## src/source/dma_cfg.svh

```systemverilog
////////////////////////////////////////
// DMA request path configuration
// Table size and packet size are fixed here
// Field ranges assume a 34-bit flit
// Register map uses a 16-byte stride per entry
////////////////////////////////////////
`ifndef DMA_CFG_SVH
`define DMA_CFG_SVH

`define DMA_TABLE_ENTRIES 4
`define DMA_PACKET_SIZE   16
`define DMA_TILE_ID       3
`define DMA_FLIT_WIDTH    34
`define DMA_DATA_WIDTH    32

// Flit field ranges
`define DMA_FLIT_TYPE     33:32
`define DMA_FLIT_DEST     31:27
`define DMA_FLIT_CLASS    26:24
`define DMA_FLIT_SRC      23:19
`define DMA_FLIT_PTYPE    18:17
`define DMA_FLIT_LASTPKT  16
`define DMA_FLIT_ID       15:12
`define DMA_FLIT_SIZE     11:0
`define DMA_FLIT_CONTENT  31:0

// Flit type, class and packet type codes
`define DMA_TYPE_PAYLOAD  2'b00
`define DMA_TYPE_HEADER   2'b01
`define DMA_TYPE_LAST     2'b10
`define DMA_CLASS_DMA     3'd2
`define DMA_PTYPE_L2R     2'b00
`define DMA_PTYPE_R2L     2'b01

// APB register map, offsets within one entry
`define DMA_REG_STRIDE    16
`define DMA_REG_LADDR     4'h0
`define DMA_REG_RADDR     4'h4
`define DMA_REG_CTRL      4'h8
`define DMA_REG_STATUS    4'hc

// Control register fields
`define DMA_CTRL_DIR      31
`define DMA_CTRL_RTILE    20:16
`define DMA_CTRL_SIZE     11:0

`endif

```

## src/source/dma_pkg.sv

```systemverilog
////////////////////////////////////////
// Shared types of the DMA request path
// Widths follow the config header
////////////////////////////////////////
`default_nettype none

package dma_pkg;

  `include "dma_cfg.svh"

  // NoC flit and bus words
  typedef logic [`DMA_FLIT_WIDTH-1:0] flit_t;
  typedef logic [31:0]                addr_t;
  typedef logic [`DMA_DATA_WIDTH-1:0] data_t;

  // Descriptor fields
  typedef logic [11:0] size_t;
  typedef logic [4:0]  tile_t;

  // Table index and per-entry masks
  typedef logic [$clog2(`DMA_TABLE_ENTRIES)-1:0] entry_idx_t;
  typedef logic [`DMA_TABLE_ENTRIES-1:0]         entry_mask_t;

  // Packet generator states
  typedef enum logic [2:0] {
    GEN_IDLE,
    GEN_L2R_HDR,
    GEN_L2R_ADDR,
    GEN_L2R_DATA,
    GEN_R2L_HDR,
    GEN_R2L_SIZE,
    GEN_R2L_RADDR,
    GEN_R2L_LADDR
  } gen_state_t;

endpackage

`default_nettype wire

```

## src/source/dma_req_table.sv

```systemverilog
////////////////////////////////////////
// Descriptor table behind an APB slave
// pready is tied high, no wait states
// Registers of a valid entry are locked
// Status write of 1 sets valid, done clears it
////////////////////////////////////////
`timescale 1ns/1ps
`default_nettype none

`include "dma_cfg.svh"

module dma_req_table (
  input  logic                clk,
  input  logic                rst,
  // APB register port
  input  logic                psel,
  input  logic                penable,
  input  logic                pwrite,
  input  dma_pkg::addr_t      paddr,
  input  dma_pkg::data_t      pwdata,
  output dma_pkg::data_t      prdata,
  output logic                pready,
  output logic                pslverr,
  // Completion from the response path
  input  logic                done_en,
  input  dma_pkg::entry_idx_t done_pos,
  // Read port toward the generator
  input  dma_pkg::entry_idx_t read_pos,
  output dma_pkg::entry_mask_t valid,
  output dma_pkg::addr_t      rd_laddr,
  output dma_pkg::addr_t      rd_raddr,
  output dma_pkg::tile_t      rd_rtile,
  output dma_pkg::size_t      rd_size,
  output logic                rd_is_l2r
);

  import dma_pkg::*;

  // Descriptor storage
  addr_t laddr_q [`DMA_TABLE_ENTRIES];
  addr_t raddr_q [`DMA_TABLE_ENTRIES];
  tile_t rtile_q [`DMA_TABLE_ENTRIES];
  size_t size_q  [`DMA_TABLE_ENTRIES];
  logic  l2r_q   [`DMA_TABLE_ENTRIES];

  entry_idx_t apb_pos;
  logic [3:0] apb_off;
  logic       in_range;
  logic       wr_en;

  ////////////////////////////////////////
  // APB decode
  ////////////////////////////////////////
  assign apb_pos  = entry_idx_t'(paddr / `DMA_REG_STRIDE);
  assign apb_off  = 4'(paddr % `DMA_REG_STRIDE);
  assign in_range = paddr < addr_t'(`DMA_TABLE_ENTRIES * `DMA_REG_STRIDE);
  assign wr_en    = psel & penable & pwrite & in_range;

  // Every access completes in its access phase
  assign pready  = 1'b1;
  assign pslverr = psel & penable & ~in_range;

  // Descriptor writes, only while the entry is free
  always_ff @(posedge clk) begin
    if (wr_en && !valid[apb_pos]) begin
      case (apb_off)
        `DMA_REG_LADDR: laddr_q[apb_pos] <= pwdata;
        `DMA_REG_RADDR: raddr_q[apb_pos] <= pwdata;
        `DMA_REG_CTRL: begin
          l2r_q[apb_pos]   <= pwdata[`DMA_CTRL_DIR];
          rtile_q[apb_pos] <= pwdata[`DMA_CTRL_RTILE];
          size_q[apb_pos]  <= pwdata[`DMA_CTRL_SIZE];
        end
        default: ;
      endcase
    end
  end

  // Valid bits, a start in the same cycle as done wins
  always_ff @(posedge clk) begin
    if (rst) begin
      valid <= '0;
    end else begin
      if (done_en) begin
        valid[done_pos] <= 1'b0;
      end
      if (wr_en && apb_off == `DMA_REG_STATUS && pwdata[0]) begin
        valid[apb_pos] <= 1'b1;
      end
    end
  end

  // Readback mux, unmapped offsets read zero
  always_comb begin
    prdata = '0;
    if (in_range) begin
      case (apb_off)
        `DMA_REG_LADDR: prdata = laddr_q[apb_pos];
        `DMA_REG_RADDR: prdata = raddr_q[apb_pos];
        `DMA_REG_CTRL: begin
          prdata[`DMA_CTRL_DIR]   = l2r_q[apb_pos];
          prdata[`DMA_CTRL_RTILE] = rtile_q[apb_pos];
          prdata[`DMA_CTRL_SIZE]  = size_q[apb_pos];
        end
        `DMA_REG_STATUS: prdata[0] = valid[apb_pos];
        default: ;
      endcase
    end
  end

  ////////////////////////////////////////
  // Generator read port
  ////////////////////////////////////////
  assign rd_laddr  = laddr_q[read_pos];
  assign rd_raddr  = raddr_q[read_pos];
  assign rd_rtile  = rtile_q[read_pos];
  assign rd_size   = size_q[read_pos];
  assign rd_is_l2r = l2r_q[read_pos];

endmodule

`default_nettype wire

```

## src/source/dma_noc_req_gen.sv

```systemverilog
////////////////////////////////////////
// Request packet generator
// Round-robin over valid, unissued entries
// R2L goes out as one four-flit packet
// L2R is split into packets of up to 14 words
// L2R size must be nonzero
////////////////////////////////////////
`timescale 1ns/1ps
`default_nettype none

`include "dma_cfg.svh"

module dma_noc_req_gen (
  input  logic                 clk,
  input  logic                 rst,
  // Descriptor table
  input  dma_pkg::entry_mask_t valid,
  output dma_pkg::entry_idx_t  read_pos,
  input  dma_pkg::addr_t       rd_laddr,
  input  dma_pkg::addr_t       rd_raddr,
  input  dma_pkg::tile_t       rd_rtile,
  input  dma_pkg::size_t       rd_size,
  input  logic                 rd_is_l2r,
  // Local reader
  output logic                 start,
  output dma_pkg::addr_t       start_laddr,
  output dma_pkg::size_t       start_size,
  input  logic                 word_valid,
  input  dma_pkg::data_t       word_data,
  output logic                 word_ready,
  // Output stage
  output logic                 gen_valid,
  output dma_pkg::flit_t       gen_flit,
  input  logic                 gen_ready
);

  import dma_pkg::*;

  // Payload words per L2R packet, header and address take two flits
  localparam size_t MAX_WORDS = size_t'(`DMA_PACKET_SIZE - 2);

  gen_state_t  state;
  logic        grant_vld;
  entry_idx_t  rr_ptr;
  entry_mask_t issued;
  entry_mask_t req;
  entry_idx_t  pick;
  logic        pick_hit;

  // L2R progress
  size_t sent;
  size_t pkt_len;
  size_t pkt_cnt;
  size_t remain;
  size_t pkt_words;
  logic  last_pkt;
  logic  last_word;
  logic  xfer;
  flit_t hdr_base;

  ////////////////////////////////////////
  // Entry selection
  ////////////////////////////////////////
  assign req = valid & ~issued;

  // First requester at or after the pointer
  always_comb begin
    pick     = rr_ptr;
    pick_hit = 1'b0;
    for (int i = 0; i < `DMA_TABLE_ENTRIES; i++) begin
      if (!pick_hit && req[entry_idx_t'(rr_ptr + i)]) begin
        pick     = entry_idx_t'(rr_ptr + i);
        pick_hit = 1'b1;
      end
    end
  end

  // Reader takes the descriptor of the granted entry
  assign start_laddr = rd_laddr;
  assign start_size  = rd_size;

  // Packet split of the remaining L2R words
  assign remain    = rd_size - sent;
  assign last_pkt  = remain <= MAX_WORDS;
  assign pkt_words = last_pkt ? remain : MAX_WORDS;
  assign last_word = pkt_cnt == pkt_len - size_t'(1);
  assign xfer      = gen_valid & gen_ready;

  // Header fields common to both directions
  always_comb begin
    hdr_base                   = '0;
    hdr_base[`DMA_FLIT_TYPE]   = `DMA_TYPE_HEADER;
    hdr_base[`DMA_FLIT_DEST]   = rd_rtile;
    hdr_base[`DMA_FLIT_CLASS]  = `DMA_CLASS_DMA;
    hdr_base[`DMA_FLIT_SRC]    = tile_t'(`DMA_TILE_ID);
    hdr_base[`DMA_FLIT_ID]     = 4'(read_pos);
  end

  ////////////////////////////////////////
  // Flit output per state
  ////////////////////////////////////////
  always_comb begin
    gen_valid  = 1'b0;
    gen_flit   = '0;
    word_ready = 1'b0;
    case (state)
      GEN_L2R_HDR: begin
        gen_valid                    = 1'b1;
        gen_flit                     = hdr_base;
        gen_flit[`DMA_FLIT_PTYPE]    = `DMA_PTYPE_L2R;
        gen_flit[`DMA_FLIT_LASTPKT]  = last_pkt;
        gen_flit[`DMA_FLIT_SIZE]     = pkt_words;
      end
      GEN_L2R_ADDR: begin
        // Remote address advances by the words already sent
        gen_valid                    = 1'b1;
        gen_flit[`DMA_FLIT_TYPE]     = `DMA_TYPE_PAYLOAD;
        gen_flit[`DMA_FLIT_CONTENT]  = rd_raddr + addr_t'({sent, 2'b00});
      end
      GEN_L2R_DATA: begin
        // Word queue holds its head until popped
        gen_valid                    = word_valid;
        word_ready                   = gen_ready;
        gen_flit[`DMA_FLIT_TYPE]     = last_word ? `DMA_TYPE_LAST : `DMA_TYPE_PAYLOAD;
        gen_flit[`DMA_FLIT_CONTENT]  = word_data;
      end
      GEN_R2L_HDR: begin
        gen_valid                    = 1'b1;
        gen_flit                     = hdr_base;
        gen_flit[`DMA_FLIT_PTYPE]    = `DMA_PTYPE_R2L;
        gen_flit[`DMA_FLIT_LASTPKT]  = 1'b1;
      end
      GEN_R2L_SIZE: begin
        gen_valid                    = 1'b1;
        gen_flit[`DMA_FLIT_TYPE]     = `DMA_TYPE_PAYLOAD;
        gen_flit[`DMA_FLIT_SIZE]     = rd_size;
      end
      GEN_R2L_RADDR: begin
        gen_valid                    = 1'b1;
        gen_flit[`DMA_FLIT_TYPE]     = `DMA_TYPE_PAYLOAD;
        gen_flit[`DMA_FLIT_CONTENT]  = rd_raddr;
      end
      GEN_R2L_LADDR: begin
        gen_valid                    = 1'b1;
        gen_flit[`DMA_FLIT_TYPE]     = `DMA_TYPE_LAST;
        gen_flit[`DMA_FLIT_CONTENT]  = rd_laddr;
      end
      default: ;
    endcase
  end

  ////////////////////////////////////////
  // State and counters
  ////////////////////////////////////////
  always_ff @(posedge clk) begin
    if (rst) begin
      state     <= GEN_IDLE;
      grant_vld <= 1'b0;
      read_pos  <= '0;
      rr_ptr    <= '0;
      issued    <= '0;
      start     <= 1'b0;
      sent      <= '0;
      pkt_len   <= '0;
      pkt_cnt   <= '0;
    end else begin
      start <= 1'b0;
      // Forget issued entries once the table drops them
      issued <= issued & valid;
      case (state)
        GEN_IDLE: begin
          if (grant_vld) begin
            grant_vld <= 1'b0;
            rr_ptr    <= read_pos + entry_idx_t'(1);
            issued    <= (issued | (entry_mask_t'(1) << read_pos)) & valid;
            sent      <= '0;
            // Reader only fetches for L2R
            start     <= rd_is_l2r;
            state     <= rd_is_l2r ? GEN_L2R_HDR : GEN_R2L_HDR;
          end else if (pick_hit) begin
            grant_vld <= 1'b1;
            read_pos  <= pick;
          end
        end
        GEN_L2R_HDR: begin
          if (xfer) begin
            pkt_len <= pkt_words;
            pkt_cnt <= '0;
            state   <= GEN_L2R_ADDR;
          end
        end
        GEN_L2R_ADDR: begin
          if (xfer) begin
            state <= GEN_L2R_DATA;
          end
        end
        GEN_L2R_DATA: begin
          if (xfer) begin
            pkt_cnt <= pkt_cnt + size_t'(1);
            if (last_word) begin
              sent  <= sent + pkt_len;
              state <= (sent + pkt_len == rd_size) ? GEN_IDLE : GEN_L2R_HDR;
            end
          end
        end
        GEN_R2L_HDR: begin
          if (xfer) state <= GEN_R2L_SIZE;
        end
        GEN_R2L_SIZE: begin
          if (xfer) state <= GEN_R2L_RADDR;
        end
        GEN_R2L_RADDR: begin
          if (xfer) state <= GEN_R2L_LADDR;
        end
        GEN_R2L_LADDR: begin
          if (xfer) state <= GEN_IDLE;
        end
        default: state <= GEN_IDLE;
      endcase
    end
  end

endmodule

`default_nettype wire

```

## src/source/dma_local_reader.sv

```systemverilog
////////////////////////////////////////
// L2R payload reader from tile memory
// Memory answers one cycle after mem_en
// mem_addr is a byte address, steps of 4
// start is only accepted while idle
////////////////////////////////////////
`timescale 1ns/1ps
`default_nettype none

module dma_local_reader (
  input  logic           clk,
  input  logic           rst,
  input  logic           start,
  input  dma_pkg::addr_t start_laddr,
  input  dma_pkg::size_t start_size,
  // Tile memory
  output logic           mem_en,
  output dma_pkg::addr_t mem_addr,
  input  dma_pkg::data_t mem_rdata,
  // Word queue toward the generator
  output logic           word_valid,
  output dma_pkg::data_t word_data,
  input  logic           word_ready
);

  import dma_pkg::*;

  addr_t      addr_q;
  size_t      left_q;
  logic       pending_q;
  data_t      queue_q [2];
  logic       wr_ptr;
  logic       rd_ptr;
  logic [1:0] count_q;
  logic [1:0] occ;
  logic       pop;

  assign pop = word_valid & word_ready;

  // Queued words plus the one in flight, after this cycle's pop
  assign occ = count_q + 2'(pending_q) - 2'(pop);

  // Fetch only with room for the returning word
  assign mem_en   = (left_q != '0) && (occ < 2'd2);
  assign mem_addr = addr_q;

  assign word_valid = count_q != 2'd0;
  assign word_data  = queue_q[rd_ptr];

  // Fetch control
  always_ff @(posedge clk) begin
    if (rst) begin
      left_q    <= '0;
      pending_q <= 1'b0;
      count_q   <= '0;
      wr_ptr    <= 1'b0;
      rd_ptr    <= 1'b0;
    end else begin
      pending_q <= mem_en;
      count_q   <= occ;
      if (start) begin
        left_q <= start_size;
      end else if (mem_en) begin
        left_q <= left_q - size_t'(1);
      end
      // Read data lands in the queue the cycle after the fetch
      if (pending_q) wr_ptr <= ~wr_ptr;
      if (pop) rd_ptr <= ~rd_ptr;
    end
  end

  // Address and queue storage
  always_ff @(posedge clk) begin
    if (start) begin
      addr_q <= start_laddr;
    end else if (mem_en) begin
      addr_q <= addr_q + addr_t'(4);
    end
    if (pending_q) begin
      queue_q[wr_ptr] <= mem_rdata;
    end
  end

endmodule

`default_nettype wire

```

## src/source/dma_flit_out.sv

```systemverilog
////////////////////////////////////////
// Output skid buffer toward the router
// NoC side driven straight from registers
// Holds two flits before gen_ready drops
////////////////////////////////////////
`timescale 1ns/1ps
`default_nettype none

module dma_flit_out (
  input  logic           clk,
  input  logic           rst,
  input  logic           gen_valid,
  input  dma_pkg::flit_t gen_flit,
  output logic           gen_ready,
  output logic           noc_valid,
  output dma_pkg::flit_t noc_flit,
  input  logic           noc_ready
);

  import dma_pkg::*;

  flit_t skid_flit;
  logic  skid_vld;
  logic  push;
  logic  out_free;

  // Accept while the skid slot is empty
  assign gen_ready = ~skid_vld;
  assign push      = gen_valid & gen_ready;
  // Output slot empties this cycle
  assign out_free  = ~noc_valid | noc_ready;

  always_ff @(posedge clk) begin
    if (rst) begin
      noc_valid <= 1'b0;
      skid_vld  <= 1'b0;
    end else if (out_free) begin
      // Skid entry is older, drain it first
      noc_valid <= skid_vld | push;
      skid_vld  <= 1'b0;
    end else if (push) begin
      skid_vld  <= 1'b1;
    end
  end

  always_ff @(posedge clk) begin
    if (out_free) begin
      noc_flit <= skid_vld ? skid_flit : gen_flit;
    end else if (push) begin
      skid_flit <= gen_flit;
    end
  end

endmodule

`default_nettype wire

```

## src/source/dma_noc_req_top.sv

```systemverilog
////////////////////////////////////////
// DMA request path of one NoC tile
// APB table, generator, reader, output stage
////////////////////////////////////////
`timescale 1ns/1ps
`default_nettype none

module dma_noc_req_top (
  input  logic                clk,
  input  logic                rst,
  // APB register port
  input  logic                psel,
  input  logic                penable,
  input  logic                pwrite,
  input  dma_pkg::addr_t      paddr,
  input  dma_pkg::data_t      pwdata,
  output dma_pkg::data_t      prdata,
  output logic                pready,
  output logic                pslverr,
  // Completion from the response path
  input  logic                done_en,
  input  dma_pkg::entry_idx_t done_pos,
  // Tile memory
  output logic                mem_en,
  output dma_pkg::addr_t      mem_addr,
  input  dma_pkg::data_t      mem_rdata,
  // NoC port
  output logic                noc_valid,
  output dma_pkg::flit_t      noc_flit,
  input  logic                noc_ready
);

  import dma_pkg::*;

  // Table read port
  entry_mask_t valid;
  entry_idx_t  read_pos;
  addr_t       rd_laddr;
  addr_t       rd_raddr;
  tile_t       rd_rtile;
  size_t       rd_size;
  logic        rd_is_l2r;

  // Reader handshake
  logic        start;
  addr_t       start_laddr;
  size_t       start_size;
  logic        word_valid;
  data_t       word_data;
  logic        word_ready;

  // Generator to output stage
  logic        gen_valid;
  flit_t       gen_flit;
  logic        gen_ready;

  // Port names match the wires above
  dma_req_table dma_req_table_i (.*);

  dma_noc_req_gen dma_noc_req_gen_i (.*);

  dma_local_reader dma_local_reader_i (.*);

  dma_flit_out dma_flit_out_i (.*);

endmodule

`default_nettype wire

```

## config.mk

```make
export PLATFORM = sky130hd
export DESIGN_NAME = dma_noc_req_top
export DESIGN_NICKNAME = d
export VERILOG_FILES = /design/src/source/dma_pkg.sv /design/src/source/dma_req_table.sv /design/src/source/dma_noc_req_gen.sv /design/src/source/dma_local_reader.sv /design/src/source/dma_flit_out.sv /design/src/source/dma_noc_req_top.sv
export VERILOG_INCLUDE_DIRS = /design/src /design/src/source
export SDC_FILE = /design/constraint.sdc
export NUM_CORES = 1
export LEC_CHECK = 0
export BUFFER_PORTS_ARGS = -buffer_cell sky130_fd_sc_hd__buf_2
export CORE_UTILIZATION = 50
export DETAILED_ROUTE_END_ITERATION = 12
export PLACE_DENSITY = 0.72
export SYNTH_ARGS = -nofsm -noshare
export SYNTH_HDL_FRONTEND = slang
export SYNTH_SLANG_ARGS = --single-unit
```

## constraint.sdc

```tcl
create_clock -name clk -period 5.6 [get_ports clk]
set_input_delay 0.28 -clock clk [delete_from_list [all_inputs] [get_ports clk]]
set_output_delay 0.28 -clock clk [all_outputs]
set_load 0.02 [all_outputs]
```

==> results.py, run 1 <==
metrics = {
    "status": {
        "outcome": "finished, final reports clean",
    },
    "clock_tree": {
        "cts_resized": 0,
        "cts_tree": "built",
        "ctsRootBufferMaster": "clkbuf_16",
        "clock_latency_ns": 0.65,
        "clockBufferDepth": 3,
        "postCtsSetupRepairBufs": 0,
        "htree_levels": 2,
        "cts_sinks": 567,
        "clk_pin_slew_ns": 0.07,
        "cts_made_buffers": 57,
    },
    "drt": {
        "drt_iter0_markers": 2412,
        "wl_per_cell_um": 26.33,
        "via_per_inst": 6.336,
        "wirelength_mm": 80.34,
        "drtAntennaViolNets": 0,
        "drc": 0,
        "via_count": 19331,
        "first_pass_iters": 6,
    },
    "timing": {
        "relSlewSlack_pct": 14.59,
        "rsz0062_at_grt": "false",
        "setup-tns-final_ns": 0,
        "setup_viol": 0,
        "max_freq_mhz": 212.3,
        "period_needed_ns": 4.711,
        "worstMarginPinSlew_ns": 1.265,
        "skew_ns": 0.04210,
        "final_hold_viol_count": 0,
        "finalMaxSlewViolations": 0,
        "finalCritPeriodShare_pct": 84.13,
    },
    "yosys": {
        "synth_area_leaders": "edfxtp_1, mux4_2, dfxtp_1",
        "yosysSeqAreaShare_pct": 58.25,
        "syn_nets": 2152,
        "synth_top_flop_cell": "edfxtp_1",
        "yosys-top-cells-count": "edfxtp_1, mux4_2, nor2_1",
        "ys_ff_latch": 567,
        "synth_top_area_cell": "edfxtp_1",
        "syn_avg_cell_area_um2": 14.01,
        "synth.yosys.warnings": 0,
        "synth_top_area_share_pct": 52.87,
        "yosysMostFrequentCell": "edfxtp_1",
        "yosysUniqueCellTypes": 76,
        "synth_async_sr_flop_share_pct": 0,
        "synth-edff-count": 492,
        "postSynthCellCount": 1995,
        "syn-cell-area_mm2": 0.02794,
    },
    "worst_setup_path": {
        "cpMostUsedCell": "a211oi_1",
        "worst_path_max_delay_cell": "a2111oi_0",
        "critPathKind": "flop to flop",
        "worstPathArrival_ns": 5.08,
        "required_ns": 5.97,
        "start_kind": "flop",
        "path_cells": "buf_12 > mux4_2 > ha_1 > a211oi_1 > o21ai_0 > a2111oi_0 > buf_4 > or2_2 > nor4_1 > a211oi_1 > o32ai_1 > mux2_2",
        "critPathMaxStageDelay_ns": 0.62,
        "critical_path.max_fanout": 54,
        "critPathCaptureType": "flop",
    },
    "layout": {
        "final_util_pct": 58.83,
        "area_growth_pct": 16.21,
        "layout-drive-gt1-share_pct": 23.98,
        "fillers": 4203,
        "fin_nets": 2411,
    },
    "power_and_ir_drop": {
        "vdd_drop_max_mv": 0.2253,
        "p_comb_share_pct": 17.7,
        "pwr-share-seq_pct": 47.3,
        "p_leak_nw": 11.25,
        "p_int_mw": 8.036,
        "power_frac_clock_pct": 35.1,
        "p_sw_mw": 3.336,
        "switching_share_pct": 29.33,
        "power_density_mw_per_mm2": 350.2,
    },
    "grt": {
        "overflow": 0,
        "grt_pass1_wl_mm": 119.1,
        "grt_max_degree": 69,
        "first_global_vias": 18803,
        "antenna_found_initial": 3,
        "grt.total_usage_pct": 28.28,
    },
    "placed_design": {
        "io_buffers": 205,
        "hpwl_mm": 55.50,
        "routabilityCongestion": 0.9426,
    },
    "floorplan": {
        "die-area_mm2": 0.05683,
        "core_mm2": 0.05520,
        "start_util_pct": 50.62,
        "rows": 86,
        "die-height_um": 238.4,
        "io_pins": 207,
        "die_x_um": 238.4,
    },
    "job": {
        "max-cap-violations": 0,
    },
    "min_path": {
        "hold_path.class": "primary input to flop",
    },
}
logic make-up after synthesis:
kind of cell	after synthesis	share of synthesized area (%)
adder cells (fa/ha/maj)	52	2.409
AND/OR/NAND/NOR	485	8.387
XOR/XNOR	113	3.640
flip-flops	567	58.25
buffers and inverters	169	2.431
AO/OA/AOI/OAI	359	8.234
multiplexers	249	16.64
other	1	0.01342
what timing repair did:
action	4_1_cts	5_1_grt
endpoints found under the setup margin	0	0
hold buffers	61	0
hold endpoints to repair	303	0
worst paths after layout:
kind,from,end,slack [ns],depth (start not counted)
setup / recovery,flop,dma_flit_out_i.noc_flit[16],0.89,12
hold / removal,pwdata[3],dma_req_table_i.size_q[1][3],0.03,1
setup reg to reg,flop,dma_flit_out_i.noc_flit[16],0.89,12
hold reg to reg,dma_noc_req_gen_i.grant_vld,dma_noc_req_gen_i.grant_vld,0.50,2
routing by layer:
layer	global-route usage, %	share of wire, %	vias up
li1	-	-	8380
met1	40.34	41	9743
met3	6.317	10	151
met5	0	0.049	-
met2	43.57	46	1051
met4	8.333	2.7	6
flip-flops by register name, summed over array words and instances, names as in the netlist, 12 cells and up, named ones only:
register and flops:
dma_req_table_i.rtile_q 20, dma_req_table_i.laddr_q 128, dma_local_reader_i.mem_addr 32, dma_local_reader_i.left_q 12, dma_flit_out_i.skid_flit 34, dma_noc_req_gen_i.sent 12
dma_local_reader_i.queue_q 64, dma_flit_out_i.noc_flit 34, dma_req_table_i.size_q 48, dma_req_table_i.raddr_q 128, dma_noc_req_gen_i.pkt_len 12, dma_noc_req_gen_i.pkt_cnt 12
cells in the final DEF (no fill, tap or decap), types with 7 or more instances in the layout:
cell	Yosys	final
mux4_1	14	14
mux4_2	151	151
and2_1	26	26
dfxtp_1	75	71
buf_4	2	40
a31oi_1	17	17
o22ai_1	31	31
nand2_1	123	123
xnor2_1	59	59
edfxtp_1	492	492
nor2_1	140	132
clkinv_2	0	9
ha_1	49	49
o21ai_0	86	86
o21a_1	14	14
bufinv_16	0	8
nor2b_1	13	13
buf_2	11	203
a21o_1	8	8
clkbuf_16	0	57
a22oi_1	28	28
nor2_4	0	8
mux2_2	32	32
nand2b_1	11	10
nand3_1	39	39
inv_1	61	61
nor4_1	18	17
a21oi_1	81	81
dlygate4sd3_1	0	61
mux2i_1	52	52
nand4_1	25	25
or3_1	7	7
o211ai_1	7	7
and3_1	23	23
xor2_1	52	52
a211oi_1	20	20
clkinv_1	1	14
nor3_1	32	28
through the flow:
stage          instance area [µm²]  setup WS (ns)  hold WS [ns]  power (mW)  std cells
2_1_floorplan                27940         0.9559        0.3789       6.636       1995
3_3_place_gp                 29890         0.9119        0.4694       7.349       2882
3_5_place_dp                 29890         0.9416        0.4718       7.403       2882
4_1_cts                      32470         0.8900      0.002638       11.38       3050
5_1_grt                      32470         0.6801       0.02818       11.75       3050
6_report                     32470         0.8889       0.02826       11.37       3051
critical path, delay by kind of cell, from the launching register on:
kind,cells,cell delay [ns]
and+or+nand+nor,2,0.21
AOI/OAI and AO/OA,5,1.93
adders and majority gates,1,0.37
DFF,1,0.39
muxes,2,0.92
buffers and inverters,2,0.62
power by group through the flow:
stage,clock (mW),combinational [mW],sequential (mW)
6_report,3.99,2.01,5.38
5_1_grt,4.18,2.16,5.42
4_1_cts,4.02,1.99,5.37
3_5_place_dp,0,1.95,5.46
3_3_place_gp,0,1.91,5.44
2_1_floorplan,0,1.05,5.59
layout make-up:
cell class                 instances  area, µm²  area share, %
tap                              748      935.9          2.882
antenna                            1      2.502       0.007706
clock inverter                    44      501.7          1.545
multi-input combinational       1259      11080          34.13
clock buffer                      63       1469          4.524
timing repair buffer             306       1958          6.030
inverter                          63      236.5         0.7282
sequential                       567      16290          50.15
Note: power is estimated with default switching activity, not from simulation.
==> run 2, diff against run 1 <==
--- a/config.mk
+++ b/config.mk
@@ -6,6 +6,7 @@
 export SDC_FILE = /design/constraint.sdc
 export NUM_CORES = 1
 export LEC_CHECK = 0
+export ABC_AREA = 1
 export BUFFER_PORTS_ARGS = -buffer_cell sky130_fd_sc_hd__buf_2
 export CORE_UTILIZATION = 50
 export DETAILED_ROUTE_END_ITERATION = 12
==> constraint.sdc (replaced) <==
create_clock -name clk -period 4.5 [get_ports clk]
set_input_delay 0.225 -clock clk [delete_from_list [all_inputs] [get_ports clk]]
set_output_delay 0.225 -clock clk [all_outputs]
set_load 0.02 [all_outputs]
==> results.py, run 2 <==
metrics = {
    "status": {
        "outcome": "finished, final reports clean",
    },
    "placed_design": {
        "routabilityCongestion": 0.9881,
        "hpwl_mm": 65.50,
        "io_buffers": 205,
    },
    "yosys": {
        "yosysSeqAreaShare_pct": 55.21,
        "syn_nets": 3429,
        "synth.yosys.warnings": 0,
        "syn_avg_cell_area_um2": 9.010,
        "synth_top_area_cell": "edfxtp_1",
        "synth_top_flop_cell": "edfxtp_1",
        "yosys-top-cells-count": "nand2_1, edfxtp_1, inv_1",
        "yosysMostFrequentCell": "nand2_1",
        "postSynthCellCount": 3272,
        "ys_ff_latch": 567,
        "syn-cell-area_mm2": 0.02948,
        "synth_top_area_share_pct": 50.11,
        "yosysUniqueCellTypes": 57,
        "synth_async_sr_flop_share_pct": 0,
        "synth_area_leaders": "edfxtp_1, nand2_1, dfxtp_1",
        "synth-edff-count": 492,
    },
    "timing": {
        "worstMarginPinSlew_ns": 1.119,
        "finalCritPeriodShare_pct": 84.72,
        "whs_ns": 0.1900,
        "rsz0062_at_grt": "false",
        "setup-tns-final_ns": 0,
        "skew_ns": 0.02764,
        "finalMaxSlewViolations": 0,
        "setup_viol": 0,
        "relSlewSlack_pct": 25.29,
        "final_hold_viol_count": 0,
        "max_freq_mhz": 262.3,
        "period_needed_ns": 3.812,
    },
    "worst_setup_path": {
        "reg2reg_depth": 16,
        "cp_num_buf_inv": 1,
        "cpLargestDelayFamily": "compound AO/OA/AOI/OAI gates",
        "critPathKind": "flop to flop",
        "cpMostUsedCell": "nand2_1",
        "critical_path.max_fanout": 124,
        "path_depth": 16,
        "ff2ff_setup_slack_ns": 0.69,
        "start_kind": "flop",
        "path_cells": "buf_12 > o21ai_0 > o22ai_1 > ha_1 > a21oi_1 > o21ai_0 > a21oi_1 > o21bai_1 > nand2_1 > nand2_1 > nand3_1 > nand2_1 > nand3_1 > nand2_1 > nand3_1 > nand2_1",
        "endpoint": "dma_flit_out_i.noc_flit[28]",
        "worstPathArrival_ns": 4.20,
        "critPathCaptureType": "flop",
        "critPathMaxStageDelay_ns": 0.59,
        "rr_endpoint": "dma_flit_out_i.noc_flit[28]",
        "required_ns": 4.89,
        "worst_path_max_delay_cell": "dfxtp_4",
    },
    "floorplan": {
        "die-height_um": 244.8,
        "die_x_um": 244.8,
        "die-area_mm2": 0.05994,
        "start_util_pct": 50.81,
        "rows": 88,
        "io_pins": 207,
        "core_mm2": 0.05803,
    },
    "power_and_ir_drop": {
        "power_density_mw_per_mm2": 523.2,
        "p_leak_nw": 13.87,
        "vdd_drop_max_mv": 0.5013,
    },
    "layout": {
        "fillers": 4917,
        "diodes": 0,
        "layout-drive-gt1-share_pct": 13.08,
        "final_cell_mix": "nand2_1, edfxtp_1, inv_1",
        "fin_nets": 3669,
        "final_common_cell": "nand2_1",
        "reg_top3": "dma_req_table_i.laddr_q x128, dma_req_table_i.raddr_q x128, dma_local_reader_i.queue_q x64",
        "area_growth_pct": 15.73,
    },
    "min_path": {
        "hold_path.class": "primary input to flop",
        "hold_depth": 3,
    },
    "clock_tree": {
        "ctsRootBufferMaster": "clkbuf_16",
        "cts_hold_buf": 70,
        "htree_levels": 2,
        "clockBufferDepth": 3,
        "cts_resized": 0,
        "postCtsSetupRepairBufs": 0,
        "cts_made_buffers": 59,
        "cts_sinks": 567,
        "cts_tree": "built",
        "clk_pin_slew_ns": 0.06,
        "clock_latency_ns": 0.66,
    },
    "drt": {
        "drc": 0,
        "first_pass_iters": 6,
        "drtAntennaViolNets": 0,
        "drt_iter0_markers": 3278,
        "wirelength_mm": 92.93,
        "via_count": 25360,
        "via_per_inst": 5.861,
        "wl_per_cell_um": 21.48,
    },
    "grt": {
        "grt_max_degree": 125,
        "grt_pass1_wl_mm": 140.1,
        "grt.total_usage_pct": 30.78,
        "first_global_vias": 23532,
        "antenna_found_initial": 0,
        "overflow": 0,
    },
    "job": {
        "max-cap-violations": 0,
    },
}
-- run 2: changes by cell type after synthesis, sizes merged, moves of 29 or more --
cell and change:
a21oi +124, a22oi +45, buf +35, inv +244, mux2 -32, mux2i -52, mux4 -165, nand2 +770
nand3 +224, nor2 +75, o211ai +49, o21ai +147, xnor2 -39, xor2 -29
-- run 2: area by class of cell --
cell class / count / area, µm² / share of cell area (%)
clock buffer: 69 / 1564 / 4.584
clock inverter: 42 / 591.8 / 1.735
tap: 765 / 957.2 / 2.805
inverter: 311 / 1172 / 3.436
multi-input combinational: 2243 / 11400 / 33.42
sequential: 567 / 16280 / 47.71
timing repair buffer: 330 / 2152 / 6.308
-- run 2: tightest hold or removal path, cell delays in order --
cell    delay, ns
buf_2        0.10
buf_4        0.30
nor2_1       0.16
-- run 2: how the worst min path moves through the flow --
stage | from | endpoint | slack (ns)
3_5_place_dp | mem_rdata[17] | dma_local_reader_i.queue_q[1][17] | 0.42
2_1_floorplan | mem_rdata[0] | dma_local_reader_i.queue_q[0][0] | 0.32
5_1_grt | rst | dma_noc_req_gen_i.sent[4] | 0.20
4_1_cts | pwrite | dma_req_table_i.valid[3] | 0.16
3_3_place_gp | mem_rdata[21] | dma_local_reader_i.queue_q[1][21] | 0.42
6_report | rst | dma_noc_req_gen_i.start | 0.19
-- run 2: layer usage --
layer,share of wire [%],vias up,global-route usage (%)
met3,12,192,5.828
met1,42,11824,44.99
li1,-,11814,-
met4,3.1,0,9.357
met2,43,1530,46.29
met5,0,-,0
-- run 2: logic make-up (layout without fill, tap and decap cells) --
logic type | count (synthesis) | count (layout) | synth area share (%)
AND/OR/NAND/NOR | 1469 | 1469 | 21.07
other | 1 | 1 | 0.01272
flip-flops | 567 | 567 | 55.21
XOR/XNOR | 43 | 43 | 1.277
AO/OA/AOI/OAI | 678 | 678 | 13.66
buffers and inverters | 462 | 752 | 6.493
adder cells (fa/ha/maj) | 52 | 52 | 2.283
-- run 2: power breakdown --
group          switching, mW  internal [mW]  leakage, nW
combinational           4.03           1.53         7.64
sequential             0.459           6.47         5.19
clock                   2.21           3.16         1.04
total                   6.70           11.2         13.9
-- run 2: stage by stage --
step                power, mW  instance area (µm²)  util, %  instances  worst slack [ns]
floorplan               10.52                29480        -       3272             1.383
global placement        12.31                31260    53.88       4146            0.7427
detailed placement      12.37                31260    53.88       4146            0.7640
CTS                     17.73                34120    58.80       4327            0.8142
global route            18.61                34120    58.80       4327            0.3288
finish                  17.85                34120    58.80       4327            0.6877
